`src/emesh_pkg.sv`:
```
package emesh_pkg;

  //####################################################################
  //# Mesh packet format
  //####################################################################

  localparam int ADDR_W     = 32;        // Dst/src address width
  localparam int DATA_W     = 32;        // Single data word
  localparam int DATAMODE_W = 2;         // Transfer size code
  localparam int CTRLMODE_W = 4;
  localparam int PKT_W      = 104;       // Full packet

  // Field offsets inside the packet
  localparam int WRITE_LSB    = 0;
  localparam int DATAMODE_LSB = 1;       // Bits 2..1
  localparam int CTRLMODE_LSB = 3;       // Bits 6..3
  localparam int DSTADDR_LSB  = 8;       // Bits 39..8
  localparam int DATA_LSB     = 40;      // Bits 71..40
  localparam int SRCADDR_LSB  = 72;      // Bits 103..72

  typedef logic [PKT_W-1:0]      pkt_t;
  typedef logic [ADDR_W-1:0]     addr_t;
  typedef logic [DATA_W-1:0]     data_t;
  typedef logic [DATAMODE_W-1:0] datamode_t;
  typedef logic [CTRLMODE_W-1:0] ctrlmode_t;

  //####################################################################
  //# Field extraction
  //####################################################################

  // Write flag, low for reads
  function automatic logic pkt_write(pkt_t pkt);
    return pkt[WRITE_LSB];
  endfunction

  function automatic datamode_t pkt_datamode(pkt_t pkt);
    return pkt[DATAMODE_LSB +: DATAMODE_W];
  endfunction

  function automatic ctrlmode_t pkt_ctrlmode(pkt_t pkt);
    return pkt[CTRLMODE_LSB +: CTRLMODE_W];
  endfunction

  // Destination address, top bits carry the node ID
  function automatic addr_t pkt_dstaddr(pkt_t pkt);
    return pkt[DSTADDR_LSB +: ADDR_W];
  endfunction

endpackage

```
`src/etx_pkg.sv`:
```
package etx_pkg;

  //####################################################################
  //# Transmit protocol constants
  //####################################################################

  // Data-mode codes, match emesh datamode field
  localparam logic [1:0] DM_BYTE   = 2'd0;   // 8 bit
  localparam logic [1:0] DM_HALF   = 2'd1;   // 16 bit
  localparam logic [1:0] DM_WORD   = 2'd2;   // 32 bit
  localparam logic [1:0] DM_DOUBLE = 2'd3;   // 64 bit, only size that bursts

  // Address step from one burst beat to the next
  localparam int unsigned BURST_STRIDE = 8;

  // Flops per asynchronous wait input
  localparam int SYNC_STAGES = 2;

  // Node ID sits in the top bits of the destination address
  localparam int NODE_ID_W = 12;

  typedef logic [NODE_ID_W-1:0] node_id_t;

endpackage

```
`src/etx_burst_detect.sv`:
```
`timescale 1ns/1ps

module etx_burst_detect #(
  parameter int PW = 104,
  parameter int AW = 32
) (
  input  emesh_pkg::pkt_t new_packet,    // Packet offered this cycle
  input  emesh_pkg::pkt_t last_packet,   // Packet last registered toward IO
  output logic            burst_match
);
  import emesh_pkg::*;
  import etx_pkg::*;

  //####################################################################
  //# Field decode
  //####################################################################

  // New packet
  logic          new_write;
  datamode_t     new_datamode;
  ctrlmode_t     new_ctrlmode;
  logic [AW-1:0] new_dstaddr;

  // Last packet
  logic          last_write;
  datamode_t     last_datamode;
  ctrlmode_t     last_ctrlmode;
  logic [AW-1:0] last_dstaddr;

  // Match terms
  logic [AW-1:0] burst_addr;
  logic          double_write;
  logic          type_match;
  logic          addr_match;

  assign new_write    = pkt_write(new_packet[PW-1:0]);
  assign new_datamode = pkt_datamode(new_packet[PW-1:0]);
  assign new_ctrlmode = pkt_ctrlmode(new_packet[PW-1:0]);
  assign new_dstaddr  = pkt_dstaddr(new_packet[PW-1:0]);

  assign last_write    = pkt_write(last_packet[PW-1:0]);
  assign last_datamode = pkt_datamode(last_packet[PW-1:0]);
  assign last_ctrlmode = pkt_ctrlmode(last_packet[PW-1:0]);
  assign last_dstaddr  = pkt_dstaddr(last_packet[PW-1:0]);

  //####################################################################
  //# Burst rule
  //####################################################################

  // Only 64 bit writes can continue a burst
  assign double_write = new_write & (new_datamode == DM_DOUBLE);

  // Same write, size and control as the previous beat
  assign type_match = ({new_ctrlmode, new_datamode, new_write} ==
                       {last_ctrlmode, last_datamode, last_write});

  // Next beat sits one double word above the last one
  assign burst_addr = last_dstaddr + AW'(BURST_STRIDE);
  assign addr_match = (new_dstaddr == burst_addr);

  assign burst_match = double_write & type_match & addr_match;

endmodule

```
`src/etx_protocol.sv`:
```
`timescale 1ns/1ps

module etx_protocol #(
  parameter int                PW = 104,
  parameter etx_pkg::node_id_t ID = 12'h000        // This node, never sent out
) (
  input  logic            clk,
  input  logic            reset,

  // System side
  input  logic            etx_access,
  input  emesh_pkg::pkt_t etx_packet,

  // Transmit controls
  input  logic            tx_enable,               // Static enable
  input  logic            tx_io_wait,              // Serializer busy

  // Far-end waits, already synced
  input  logic            rd_wait_sync,
  input  logic            wr_wait_sync,

  // From burst detector
  input  logic            burst_match,

  // IO side
  output emesh_pkg::pkt_t tx_packet,
  output logic            tx_access,
  output logic            tx_burst,

  // Pushback to system side
  output logic            etx_rd_wait,
  output logic            etx_wr_wait
);
  import emesh_pkg::*;
  import etx_pkg::*;

  //####################################################################
  //# Valid condition
  //####################################################################

  logic     etx_write;
  addr_t    etx_dstaddr;
  node_id_t etx_dst_id;                            // Target node of packet
  logic     id_hit;
  logic     dir_wait;
  logic     etx_valid;

  assign etx_write   = pkt_write(etx_packet);
  assign etx_dstaddr = pkt_dstaddr(etx_packet);
  assign etx_dst_id  = etx_dstaddr[ADDR_W-1 -: NODE_ID_W];

  // Addressed to ourselves, drop it
  assign id_hit = (etx_dst_id == ID);

  // Wait that applies to this packet's direction
  assign dir_wait = etx_write ? wr_wait_sync : rd_wait_sync;

  assign etx_valid = tx_enable & etx_access & ~id_hit & ~dir_wait;

  //####################################################################
  //# Output registers
  //####################################################################

  // Packet and access freeze while the serializer is busy
  always_ff @(posedge clk)
  begin
    if (reset)
    begin
      tx_packet <= {PW{1'b0}};
      tx_access <= 1'b0;
    end
    else if (!tx_io_wait)
    begin
      tx_packet <= etx_packet;                     // Payload moves even if dropped
      tx_access <= etx_valid;
    end
  end

  // Burst flag tracks every cycle
  always_ff @(posedge clk)
  begin
    if (reset)
    begin
      tx_burst <= 1'b0;
    end
    else
    begin
      tx_burst <= burst_match;
    end
  end

  //####################################################################
  //# Pushback
  //####################################################################

  // Zero latency, stalls the whole system side pipeline
  assign etx_rd_wait = rd_wait_sync | tx_io_wait;
  assign etx_wr_wait = wr_wait_sync | tx_io_wait;

endmodule

```
`src/etx_top.sv`:
```
`timescale 1ns/1ps

module etx_top #(
  parameter int                PW = 104,           // Packet width
  parameter int                AW = 32,            // Address width
  parameter int                DW = 32,            // Data width
  parameter etx_pkg::node_id_t ID = 12'h000        // Local node ID
) (
  input  logic            clk,
  input  logic            reset,

  // System side
  input  logic            etx_access,
  input  emesh_pkg::pkt_t etx_packet,
  output logic            etx_rd_wait,
  output logic            etx_wr_wait,

  // IO side
  input  logic            tx_enable,
  output emesh_pkg::pkt_t tx_packet,
  output logic            tx_access,
  output logic            tx_burst,
  input  logic            tx_io_wait,
  input  logic            tx_rd_wait,              // Async from far end
  input  logic            tx_wr_wait               // Async from far end
);
  import emesh_pkg::*;

  // Parameters must agree with the packet format
  if ((PW != PKT_W) || (AW != ADDR_W) || (DW != DATA_W))
  begin : g_width_check
    $error("etx_top: PW/AW/DW do not match the mesh packet format");
  end

  logic rd_wait_sync;                              // Far-end waits, clk domain
  logic wr_wait_sync;
  logic burst_match;                               // New packet continues burst

  //####################################################################
  //# Blocks
  //####################################################################

  etx_wait_sync u_wait_sync (
    .clk           (clk),
    .reset         (reset),
    .rd_wait_async (tx_rd_wait),
    .wr_wait_async (tx_wr_wait),
    .rd_wait_sync  (rd_wait_sync),
    .wr_wait_sync  (wr_wait_sync)
  );

  // Compares offered packet against last registered one
  etx_burst_detect #(
    .PW (PW),
    .AW (AW)
  ) u_burst (
    .new_packet  (etx_packet),
    .last_packet (tx_packet),
    .burst_match (burst_match)
  );

  etx_protocol #(
    .PW (PW),
    .ID (ID)
  ) u_protocol (
    .clk          (clk),
    .reset        (reset),
    .etx_access   (etx_access),
    .etx_packet   (etx_packet),
    .tx_enable    (tx_enable),
    .tx_io_wait   (tx_io_wait),
    .rd_wait_sync (rd_wait_sync),
    .wr_wait_sync (wr_wait_sync),
    .burst_match  (burst_match),
    .tx_packet    (tx_packet),
    .tx_access    (tx_access),
    .tx_burst     (tx_burst),
    .etx_rd_wait  (etx_rd_wait),
    .etx_wr_wait  (etx_wr_wait)
  );

endmodule

```
`src/etx_wait_sync.sv`:
```
`timescale 1ns/1ps

module etx_wait_sync (
  input  logic clk,
  input  logic reset,
  input  logic rd_wait_async,     // From far end, no clock relation
  input  logic wr_wait_async,
  output logic rd_wait_sync,
  output logic wr_wait_sync
);
  import etx_pkg::*;

  //####################################################################
  //# Synchronizer chain
  //####################################################################

  // Both waits share one chain, bit 1 read, bit 0 write
  logic [1:0] wait_async;
  logic [1:0] sync_q [SYNC_STAGES];

  assign wait_async = {rd_wait_async, wr_wait_async};

  always_ff @(posedge clk)
  begin
    if (reset)
    begin
      for (int i = 0; i < SYNC_STAGES; i++)
      begin
        sync_q[i] <= 2'b00;               // No wait after reset
      end
    end
    else
    begin
      sync_q[0] <= wait_async;            // First stage may go metastable
      for (int i = 1; i < SYNC_STAGES; i++)
      begin
        sync_q[i] <= sync_q[i-1];
      end
    end
  end

  // Last stage is safe to use in the clock domain
  assign rd_wait_sync = sync_q[SYNC_STAGES-1][1];
  assign wr_wait_sync = sync_q[SYNC_STAGES-1][0];

endmodule

```
`config.mk`:
```
export PLATFORM = sky130hd
export DESIGN_NAME = etx_top
export DESIGN_NICKNAME = d
export VERILOG_FILES = /design/src/emesh_pkg.sv /design/src/etx_pkg.sv /design/src/etx_burst_detect.sv /design/src/etx_protocol.sv /design/src/etx_top.sv /design/src/etx_wait_sync.sv
export SDC_FILE = /design/constraint.sdc
export NUM_CORES = 1
export LEC_CHECK = 0
export ABC_CLOCK_PERIOD_IN_PS = 3400
export BUFFER_PORTS_ARGS = -buffer_cell sky130_fd_sc_hd__buf_4
export CELL_PAD_IN_SITES_DETAIL_PLACEMENT = 1
export CELL_PAD_IN_SITES_GLOBAL_PLACEMENT = 2
export CORE_MARGIN = 2
export CORE_UTILIZATION = 27
export CTS_CLUSTER_DIAMETER = 40
export CTS_CLUSTER_SIZE = 8
export DETAILED_ROUTE_END_ITERATION = 10
export PLACE_DENSITY = 0.85
export SYNTH_ARGS = -nofsm -noshare
export SYNTH_HDL_FRONTEND = slang
export SYNTH_SLANG_ARGS = --single-unit
```
`constraint.sdc`:
```
create_clock -name clk -period 3.4 [get_ports clk]
set_clock_uncertainty 0.1 [all_clocks]
set_input_delay 0.17 -clock clk [delete_from_list [all_inputs] [get_ports clk]]
set_output_delay 0.17 -clock clk [all_outputs]
set_load 0.005 [all_outputs]
```
# Word level (Yosys, flattened, before mapping)
# Memories as Yosys holds them, arrays and structs flattened.
# Index checks and enable logic that the tools add are counted.
# Widths: inputs -> output; s select.
totals:
  out_inout_bits: 108
  ff_bits: 106
  mem_count: 1
  ram_bits: 4
  word_cells: 27
  input_bits: 111
op_classes:
  addsub: 1
  bitwise: 12
  n_eq_ne: 3
  n_reduce_logical: 1
  n_mux: 6
memory_table:
  columns: ["name", "depth", "word_bits", "rd", "rd_clocked_by_memory_dff", "write_ports", "line", "text"]
  rows:
  - ["u_wait_sync.sync_q", 2, 2, 2, 0, 2, "etx_wait_sync.sv:19", "logic [1:0] sync_q [SYNC_STAGES];"]
op_table:
  columns: ["operator", "count"]
  rows:
  - ["$add 32x4->32 const B", 1]
  - ["$eq 32x32->1", 1]
  - ["$logic_not 12->1", 1]
  - ["$eq 7x7->1", 1]
  - ["$and 1x1->1", 6]
  - ["$mux 1", 4]
  - ["$mux 2", 2]
  - ["$or 1x1->1", 4]
  - ["$eq 2x2->1 const B", 1]
  - ["$not 1->1", 2]

# Longest topological paths before layout
# Gate-level depths: netlist of run 1.
depth:
  word_depth: 4
  depth_mapped: 8
  depth_no_buf: 7

# Cells and area by module
# From an unflattened synthesis of run 1, not the netlist that was laid out.
hier_totals:
  cells_unflattened: 528
  hier_area_um2: 5113.7
modules_own_cells:
  columns: ["mod", "area_per_inst_um2", "cells_per_inst", "seq_area_each_um2", "instances"]
  rows:
  - ["etx_protocol", 3796.1, 350, 2122.0, 1]
  - ["etx_burst_detect", 1212.4, 170, 0.0, 1]
  - ["etx_wait_sync", 105.1, 8, 80.1, 1]

# Least setup slack after synthesis of run 1
# Ideal clock, no wire load.
synth_timing:
  kind: "flip-flop to flip-flop"
  start: "reg u_protocol.tx_packet[11]"
  end: "reg u_protocol.tx_burst"
  setup_time_ns: 0.092
  synth_period_minus_slack_ns: 2.392
  path_slack_ns: 1.008
  path_stages_with_launch: 8
  n_path_buf: 0
  required_ns: 3.208
  arrival_ns: 2.200
  path_cell_list: "dfxtp_1 > ha_1 > nand3_4 > nor4_4 > nand4_1 > a2111oi_2 > o2111ai_1 > nor4_1"
synth_via:
  elab_chain_len: 3
synth_rtl:
  columns: ["element", "line", "text"]
  rows:
  - ["start, declared", "etx_protocol.sv:26", "output emesh_pkg::pkt_t tx_packet,"]
  - ["start signal, assigned", "etx_protocol.sv:69", "tx_packet <= {PW{1'b0}};"]
  - ["start signal, assigned", "etx_protocol.sv:74", "tx_packet <= etx_packet;"]
  - ["$add 32x4->32", "etx_burst_detect.sv:58", "assign burst_addr = last_dstaddr + AW'(BURST_STRIDE);"]
  - ["$eq 32x32->1", "etx_burst_detect.sv:59", "assign addr_match = (new_dstaddr == burst_addr);"]
  - ["$and 1x1->1", "etx_burst_detect.sv:61", "assign burst_match = double_write & type_match & addr_match;"]
  - ["end signal, assigned", "etx_protocol.sv:88", "tx_burst <= burst_match;"]
  - ["end, declared", "etx_protocol.sv:28", "output logic tx_burst,"]
# No other way between the ends.
# A chain may end at the register's enable or synchronous reset.

# Final worst setup path of run 1
# Same ends and word-level chain as after synthesis.

==> results of run 1 <==
-- state kept, by name (all words and copies together), names as in the netlist --
| register | flops |
|---|---|
| u_protocol.tx_burst | 1 |
| u_wait_sync.sync_q | 4 |
| u_protocol.tx_access | 1 |
| u_protocol.tx_packet | 104 |
-- cell type report --
cell class / count / area share, %
clock inverter: 6 / 0.741
clock buffer: 10 / 2.83
tap: 229 / 3.54
sequential: 110 / 27.2
inverter: 2 / 0.0926
multi-input combinational: 367 / 32.3
timing repair buffer: 325 / 33.3
-- layout by cell type, fill, tap and decap left out, types with 4 or more instances in the layout --
master / instances
sky130_fd_sc_hd__buf_4: 222
sky130_fd_sc_hd__dfxtp_1: 110
sky130_fd_sc_hd__nor2_1: 109
sky130_fd_sc_hd__mux2i_1: 106
sky130_fd_sc_hd__dlygate4sd3_1: 102
sky130_fd_sc_hd__xor2_1: 22
sky130_fd_sc_hd__xnor2_1: 21
sky130_fd_sc_hd__nand4_1: 11
sky130_fd_sc_hd__nor4_1: 9
sky130_fd_sc_hd__nand3_1: 9
sky130_fd_sc_hd__clkbuf_16: 9
sky130_fd_sc_hd__and3_1: 8
sky130_fd_sc_hd__nand2_1: 7
sky130_fd_sc_hd__nor2b_1: 6
sky130_fd_sc_hd__a21oi_1: 6
sky130_fd_sc_hd__and4_1: 6
sky130_fd_sc_hd__nor3_1: 6
sky130_fd_sc_hd__a31oi_1: 4
sky130_fd_sc_hd__o2111ai_1: 4
-- metal layers --
metal | vias up | wire [um] | GRT usage [%]
li1 | 2389 | - | -
met1 | 2409 | 7370 | 20.4
met2 | 169 | 9760 | 35.2
met3 | 35 | 1100 | 6.15
met4 | 0 | 482 | 6.26
met5 | - | 0 | 0
-- kinds of logic after synthesis --
logic type | Yosys count | synth area share (%)
DFF | 110 | 44.1
adders and majority gates | 1 | 0.251
and+or+nand+nor | 184 | 18.3
muxes | 106 | 21.3
AOI/OAI and AO/OA | 33 | 5.14
xor gates and xnor gates | 43 | 7.55
buffers and inverters | 35 | 3.36
-- worst max-delay path by stage --
stage,end,from,cells past startpoint
floorplan,u_protocol.tx_burst,u_protocol.tx_packet[11],7
global placement,u_protocol.tx_burst,u_protocol.tx_packet[11],7
detailed placement,u_protocol.tx_burst,u_protocol.tx_packet[11],7
CTS,u_protocol.tx_burst,u_protocol.tx_packet[11],7
global route,u_protocol.tx_burst,u_protocol.tx_packet[11],7
finish,u_protocol.tx_burst,u_protocol.tx_packet[11],7
-- repair_timing --
action / in CTS / in global routing
setup buffers: 0 / 0
hold buffers: 102 / 0
endpoints found under the setup margin: 0 / 0
hold endpoints to repair: 102 / 0
-- where the power goes --
part	internal, uW	leakage [uW]	switching (uW)
registers	1360	0.000908	76.3
clock network	521	0.000143	539
logic	368	0.00274	258
total	2250	0.00380	874
-- stage by stage --
step	hold slack (ns)	util [%]	instances	power, uW
after floorplan	0.198	-	512	1690
after global placement	0.284	37.7	931	1970
after detailed placement	0.288	37.7	931	1990
after CTS	0.000785	45.0	1049	3160
after global routing	0.0284	45.0	1049	3280
final	0.0172	45.0	1049	3130
-- critical path, cell delays in order (launching register included) --
cell                        delay [ns]
sky130_fd_sc_hd__dfxtp_1          0.45
sky130_fd_sc_hd__ha_1             0.35
sky130_fd_sc_hd__nand3_4          0.13
sky130_fd_sc_hd__nor4_4           0.59
sky130_fd_sc_hd__nand4_1          0.19
sky130_fd_sc_hd__a2111oi_2        0.39
sky130_fd_sc_hd__o2111ai_1        0.15
sky130_fd_sc_hd__nor4_1           0.33
==> out/qor.yml, run 1 <==
run_status:
  run_status: "finished, final reports clean"
drt:
  detail_route.wl_per_cell_um: 17.8
  starting_drc_count_in_detailed_routing: 205
  drt-pass1-iter-count: 4
  wirelength_um: 18700
  drtAntennaViolNets: 0
  num_vias: 5002
  drc: 0
  vias_per_cell: 4.77
synthesis:
  synth-warning-count: 0
  postSynthAreaPerCell_um2: 9.74
  synth.most_common_cell: "sky130_fd_sc_hd__dfxtp_1"
  ys_top_cells_by_area: "sky130_fd_sc_hd__dfxtp_1, sky130_fd_sc_hd__mux2i_1, sky130_fd_sc_hd__nor2_1"
  yosysTopAreaCellShare_pct: 44.1
  synth_instances: 512
  synth-edff-count: 0
  synth.top_cells.by_count: "sky130_fd_sc_hd__dfxtp_1, sky130_fd_sc_hd__nor2_1, sky130_fd_sc_hd__mux2i_1"
  sequential_cell_area_fraction_in_the_yosys_report_pct: 44.1
  ys_ff_latch: 110
  syn-num-nets: 624
  asyncSetResetFlopFracSynth_pct: 0
  synth_largest_area_cell: "sky130_fd_sc_hd__dfxtp_1"
  yosysUniqueCellTypes: 50
  synthesis.area_um2: 4990
  ys.flop_type: "sky130_fd_sc_hd__dfxtp_1"
global_route:
  grt_pass1_wl_um: 29700
  pin_count_of_the_biggest_net_entering_global_routing: 110
  globalRouteOverflowTotal: 0
  gr_usage_total_pct: 19.0
  number_of_global_route_vias_before_repair: 5616
  antenna_found_initial: 0
timing:
  report.final.hold_viol_count: 0
  report.final.slew_viol_count: 0
  worstMarginPinSlew_ns: 1.23
  slew-limit-headroom_pct: 18.1
  setup_violations: 0
  post-route-period-util_pct: 82.1
  rsz0062_at_grt: "no"
  finalCriticalPeriod_ns: 2.79
  fmaxAchievable_mhz: 358
  totalNegativeSetupSlack_ns: 0
  setup_ws_ns: 0.610
min_path:
  min_from: "etx_packet[17]"
  timing.hold.worst_endpoint: "u_protocol.tx_packet[17]"
  hold_path_depth: 3
  worstHoldPathType: "input port to flop"
power_and_ir_drop:
  worst_ir_drop_vdd_uv: 219
  power.static_leakage_uw: 0.00380
  power-per-cell-area_nw_per_um2: 386
worst_setup_path:
  worst_r2r_path_depth: 7
  timing.critical_path.fanout_max: 10
  startpoint_class_of_the_critical_path: "flop"
  reg2reg_from: "u_protocol.tx_packet[11]"
  crit_arrival_ns: 2.94
  timing.reg2reg.setup_slack_ns: 0.61
  critical_path.reg2reg.endpoint: "u_protocol.tx_burst"
  crit_type: "flop to flop"
  cp_data_required_time_ns: 3.55
  kind_of_end_point_of_the_critical_path: "flop"
layout:
  stdcell_area_um2: 8100
  final.fill_count: 2061
  final_net_count: 927
  areaGrowthSynthToFinish_pct: 62.4
  multi_input_area_um2: 2620
  layout.area.seq_um2: 2200
  drive_above_1_share_pct: 30.7
  diodes: 0
floorplanning:
  design.die.area_um2: 19600
  fp.dieH_um: 140
  i_o_pin_total: 219
  core_area_um2: 18000
  initial_utilization_pct: 27.7
  chipWidth_um: 140
  placementRows: 49
clock_tree:
  cts-root-buf: "sky130_fd_sc_hd__clkbuf_16"
  clockBufferDepth: 2
  post_cts_resized: 0
  clock_input_transition_at_the_sequential_cells_of_the_worst_setup_and_hold_paths_ns: 0.08
  ctsHtreeMaxLevel: 3
  tritoncts.num_buffers: 9
  clock_latency_ns: 0.36
  numClockSinks: 110
  tritoncts: "built"
place:
  finalWeightedCongestion: 0.839
  placed_cell_area_um2: 6790
  detailedPlace.worstSlack_ns: 0.641
  hpwl_after_dpl_um: 12400
  place.port_buffers: 218
flow_run:
  cap_viol_max_count: 0
(Power assumes the default switching activity.)
==> run 2, diff against run 1 <==
- ABC_CLOCK_PERIOD_IN_PS: 3400 -> 2430
- CORE_UTILIZATION: 27 -> 25
- PLACE_DENSITY: 0.85 -> 0.83
- clock period: 3.4 -> 2.43 ns (I/O delays scaled with it)
==> out/qor.yml, run 2 (same netlist as run 1, synthesis figures left out) <==
drt:
  drtAntennaViolNets: 0  # unchanged
  drc: 0  # unchanged
  detail_route.wl_per_cell_um: 16.7  # -6.2%
  num_vias: 4999  # -0.060%
  wirelength_um: 18500  # -0.88%
  vias_per_cell: 4.51  # -5.5%
  drt-pass1-iter-count: 4  # unchanged
  starting_drc_count_in_detailed_routing: 122  # -40%
power_and_ir_drop:
  worst_ir_drop_vdd_uv: 305  # +39%
  net-switching-power_uw: 1210  # +38%
  power.static_leakage_uw: 0.00391  # +3.0%
  power.share.sequential_pct: 45.6  # -0.4 points
  post-layout-total-power_uw: 4370  # +40%
  power-per-cell-area_nw_per_um2: 523  # +35%
  combPwrFrac_pct: 21.1  # +1.1 points
  clock_power_share_pct: 33.3  # -0.6 points
  intPower_uw: 3170  # +40%
  switching_share_pct: 27.6  # -0.30 points
clock_tree:
  clockBufferDepth: 2  # unchanged
  tritoncts.num_buffers: 9  # unchanged
  ctsHtreeMaxLevel: 3  # unchanged
  numClockSinks: 110  # unchanged
  clock_input_transition_at_the_sequential_cells_of_the_worst_setup_and_hold_paths_ns: 0.08  # about the same
  cts-root-buf: "sky130_fd_sc_hd__clkbuf_16"
  tritoncts: "built"
  post_cts_setup_buffers: 0  # unchanged
  clock_latency_ns: 0.36  # about the same
worst_setup_path:
  cp_data_required_time_ns: 2.59  # -0.96 ns
  worst_r2r_path_depth: 7  # unchanged
  reg2reg_from: "u_protocol.tx_packet[20]"
  timing.critical_path.fanout_max: 7  # -3
  critical_path.reg2reg.endpoint: "u_protocol.tx_burst"
  crit_arrival_ns: 2.36  # -0.58 ns
  startpoint_class_of_the_critical_path: "flop"
  crit_type: "flop to flop"
  kind_of_end_point_of_the_critical_path: "flop"
  timing.reg2reg.setup_slack_ns: 0.23  # -0.38 ns
layout:
  layout.area.seq_um2: 2200  # unchanged
  largest_register_ff_count: 104  # unchanged
  diodes: 0  # unchanged
  layout.cells.most_common: "sky130_fd_sc_hd__buf_4"
  top_regs: "u_protocol.tx_packet (104), u_wait_sync.sync_q (4)"
  areaGrowthSynthToFinish_pct: 67.7
  multi_input_area_um2: 2630  # +0.38%
  largest_register: "u_protocol.tx_packet"
  final_net_count: 951  # +2.6%
  drive_above_1_share_pct: 32.6  # +1.9 points
  final.fill_count: 2249  # +9.1%
  mostFrequentLayoutCells: "sky130_fd_sc_hd__buf_4, sky130_fd_sc_hd__dfxtp_1, sky130_fd_sc_hd__nor2_1"
flow_run:
  cap_viol_max_count: 0  # unchanged
global_route:
  pin_count_of_the_biggest_net_entering_global_routing: 69  # -37%
  grt_pass1_wl_um: 30000  # +0.79%
  antenna_found_initial: 0  # unchanged
  gr_usage_total_pct: 17.6  # -1.5 points
  globalRouteOverflowTotal: 0  # unchanged
  number_of_global_route_vias_before_repair: 5515  # -1.8%
timing:
  hold-worst-slack_ns: 0.0406  # +0.0234 ns
  fmaxAchievable_mhz: 455  # +27%
  rsz0062_at_grt: "no"
  finalCriticalPeriod_ns: 2.20  # -0.590 ns
  report.final.hold_viol_count: 0  # unchanged
  worstMarginPinSlew_ns: 0.720  # -0.508 ns
  setup_violations: 0  # unchanged
  report.final.slew_viol_count: 0  # unchanged
  slew-limit-headroom_pct: 52.0  # +34 points
  post-route-period-util_pct: 90.5  # +8.5 points
  totalNegativeSetupSlack_ns: 0  # unchanged
floorplanning:
  i_o_pin_total: 219  # unchanged
  core_area_um2: 19500  # +8.3%
  fp.dieH_um: 145  # +3.8%
  initial_utilization_pct: 25.5  # -2.1 points
  chipWidth_um: 145  # +3.8%
  placementRows: 51  # +4.1%
  design.die.area_um2: 21100  # +7.8%
min_path:
  min_from: "etx_access"
  hold_path_depth: 5  # +2
  worstHoldPathType: "input port to flop"
  timing.hold.worst_endpoint: "u_protocol.tx_access"
run_status:
  run_status: "finished, final reports clean"
place:
  place.port_buffers: 218  # unchanged
  hpwl_after_dpl_um: 12200  # -1.5%
  finalWeightedCongestion: 0.804  # -4.1%
[run 2: cell count changes in the layout (fill, tap and decap cells not counted), sizes merged]
cell,delta
buf,+20
clkinvlp,+2
dlygate4sd3,+4
inv,-2
[run 2: metrics by stage]
stage	setup slack (ns)	utilization [%]	std cells	instance area (um2)
final	0.230	42.8	1109	8370
after detailed placement	0.136	35.9	987	7010
after global routing	0.00135	42.8	1109	8370
after global placement	0.220	35.9	987	7010
after floorplan	0.0383	-	512	4990
after CTS	0.102	42.8	1109	8360
[run 2: critical path, cell delays in order (launching register included)]
cell                        delay [ns]
sky130_fd_sc_hd__dfxtp_1          0.49
sky130_fd_sc_hd__nand4_4          0.19
sky130_fd_sc_hd__nor4_2           0.39
sky130_fd_sc_hd__buf_4            0.21
sky130_fd_sc_hd__and3_1           0.16
sky130_fd_sc_hd__o221a_2          0.18
sky130_fd_sc_hd__o2111ai_1        0.10
sky130_fd_sc_hd__nor4_1           0.28
[run 2: layer usage]
layer | share of wire (%) | routed length (um) | track usage [%]
met5 | 0 | 0 | 0
met4 | 0.90 | 167 | 3.58
met3 | 6.5 | 1210 | 5.19
met2 | 50 | 9330 | 31.8
met1 | 42 | 7840 | 20.5
[run 2: worst max path at each step]
stage | startpoint | end | cells past startpoint
3_3_place_gp | u_protocol.tx_packet[11] | u_protocol.tx_burst | 7
6_report | u_protocol.tx_packet[20] | u_protocol.tx_burst | 7
5_1_grt | u_protocol.tx_packet[11] | u_protocol.tx_burst | 7
3_5_place_dp | u_protocol.tx_packet[11] | u_protocol.tx_burst | 7
4_1_cts | u_protocol.tx_packet[11] | u_protocol.tx_burst | 7
2_1_floorplan | u_protocol.tx_packet[11] | u_protocol.tx_burst | 7
[run 2: what timing repair did]
| item | in CTS | in global routing |
|---|---|---|
| endpoints found under the setup margin | 0 | 1 |
| hold buffers | 106 | 0 |
| resized for setup | 0 | 3 |
| hold endpoints to repair | 106 | 0 |
[run 2: final cells by class]
class	count	area share, %
Multi-Input combinational cell	367	31.4
Sequential cell	110	26.3
Clock buffer	10	2.74
Timing Repair Buffer	349	34.8
Tap cell	265	3.96
Clock inverter	6	0.628
Inverter	2	0.0897
[run 2: power groups by stage]
stage	Clock [uW]	Sequential [uW]	Combinational, uW
3_5_place_dp	0	2030	774
6_report	1460	1990	922
3_3_place_gp	0	2030	768
4_1_cts	1510	1990	916
5_1_grt	1580	2010	1010
2_1_floorplan	0	2030	338
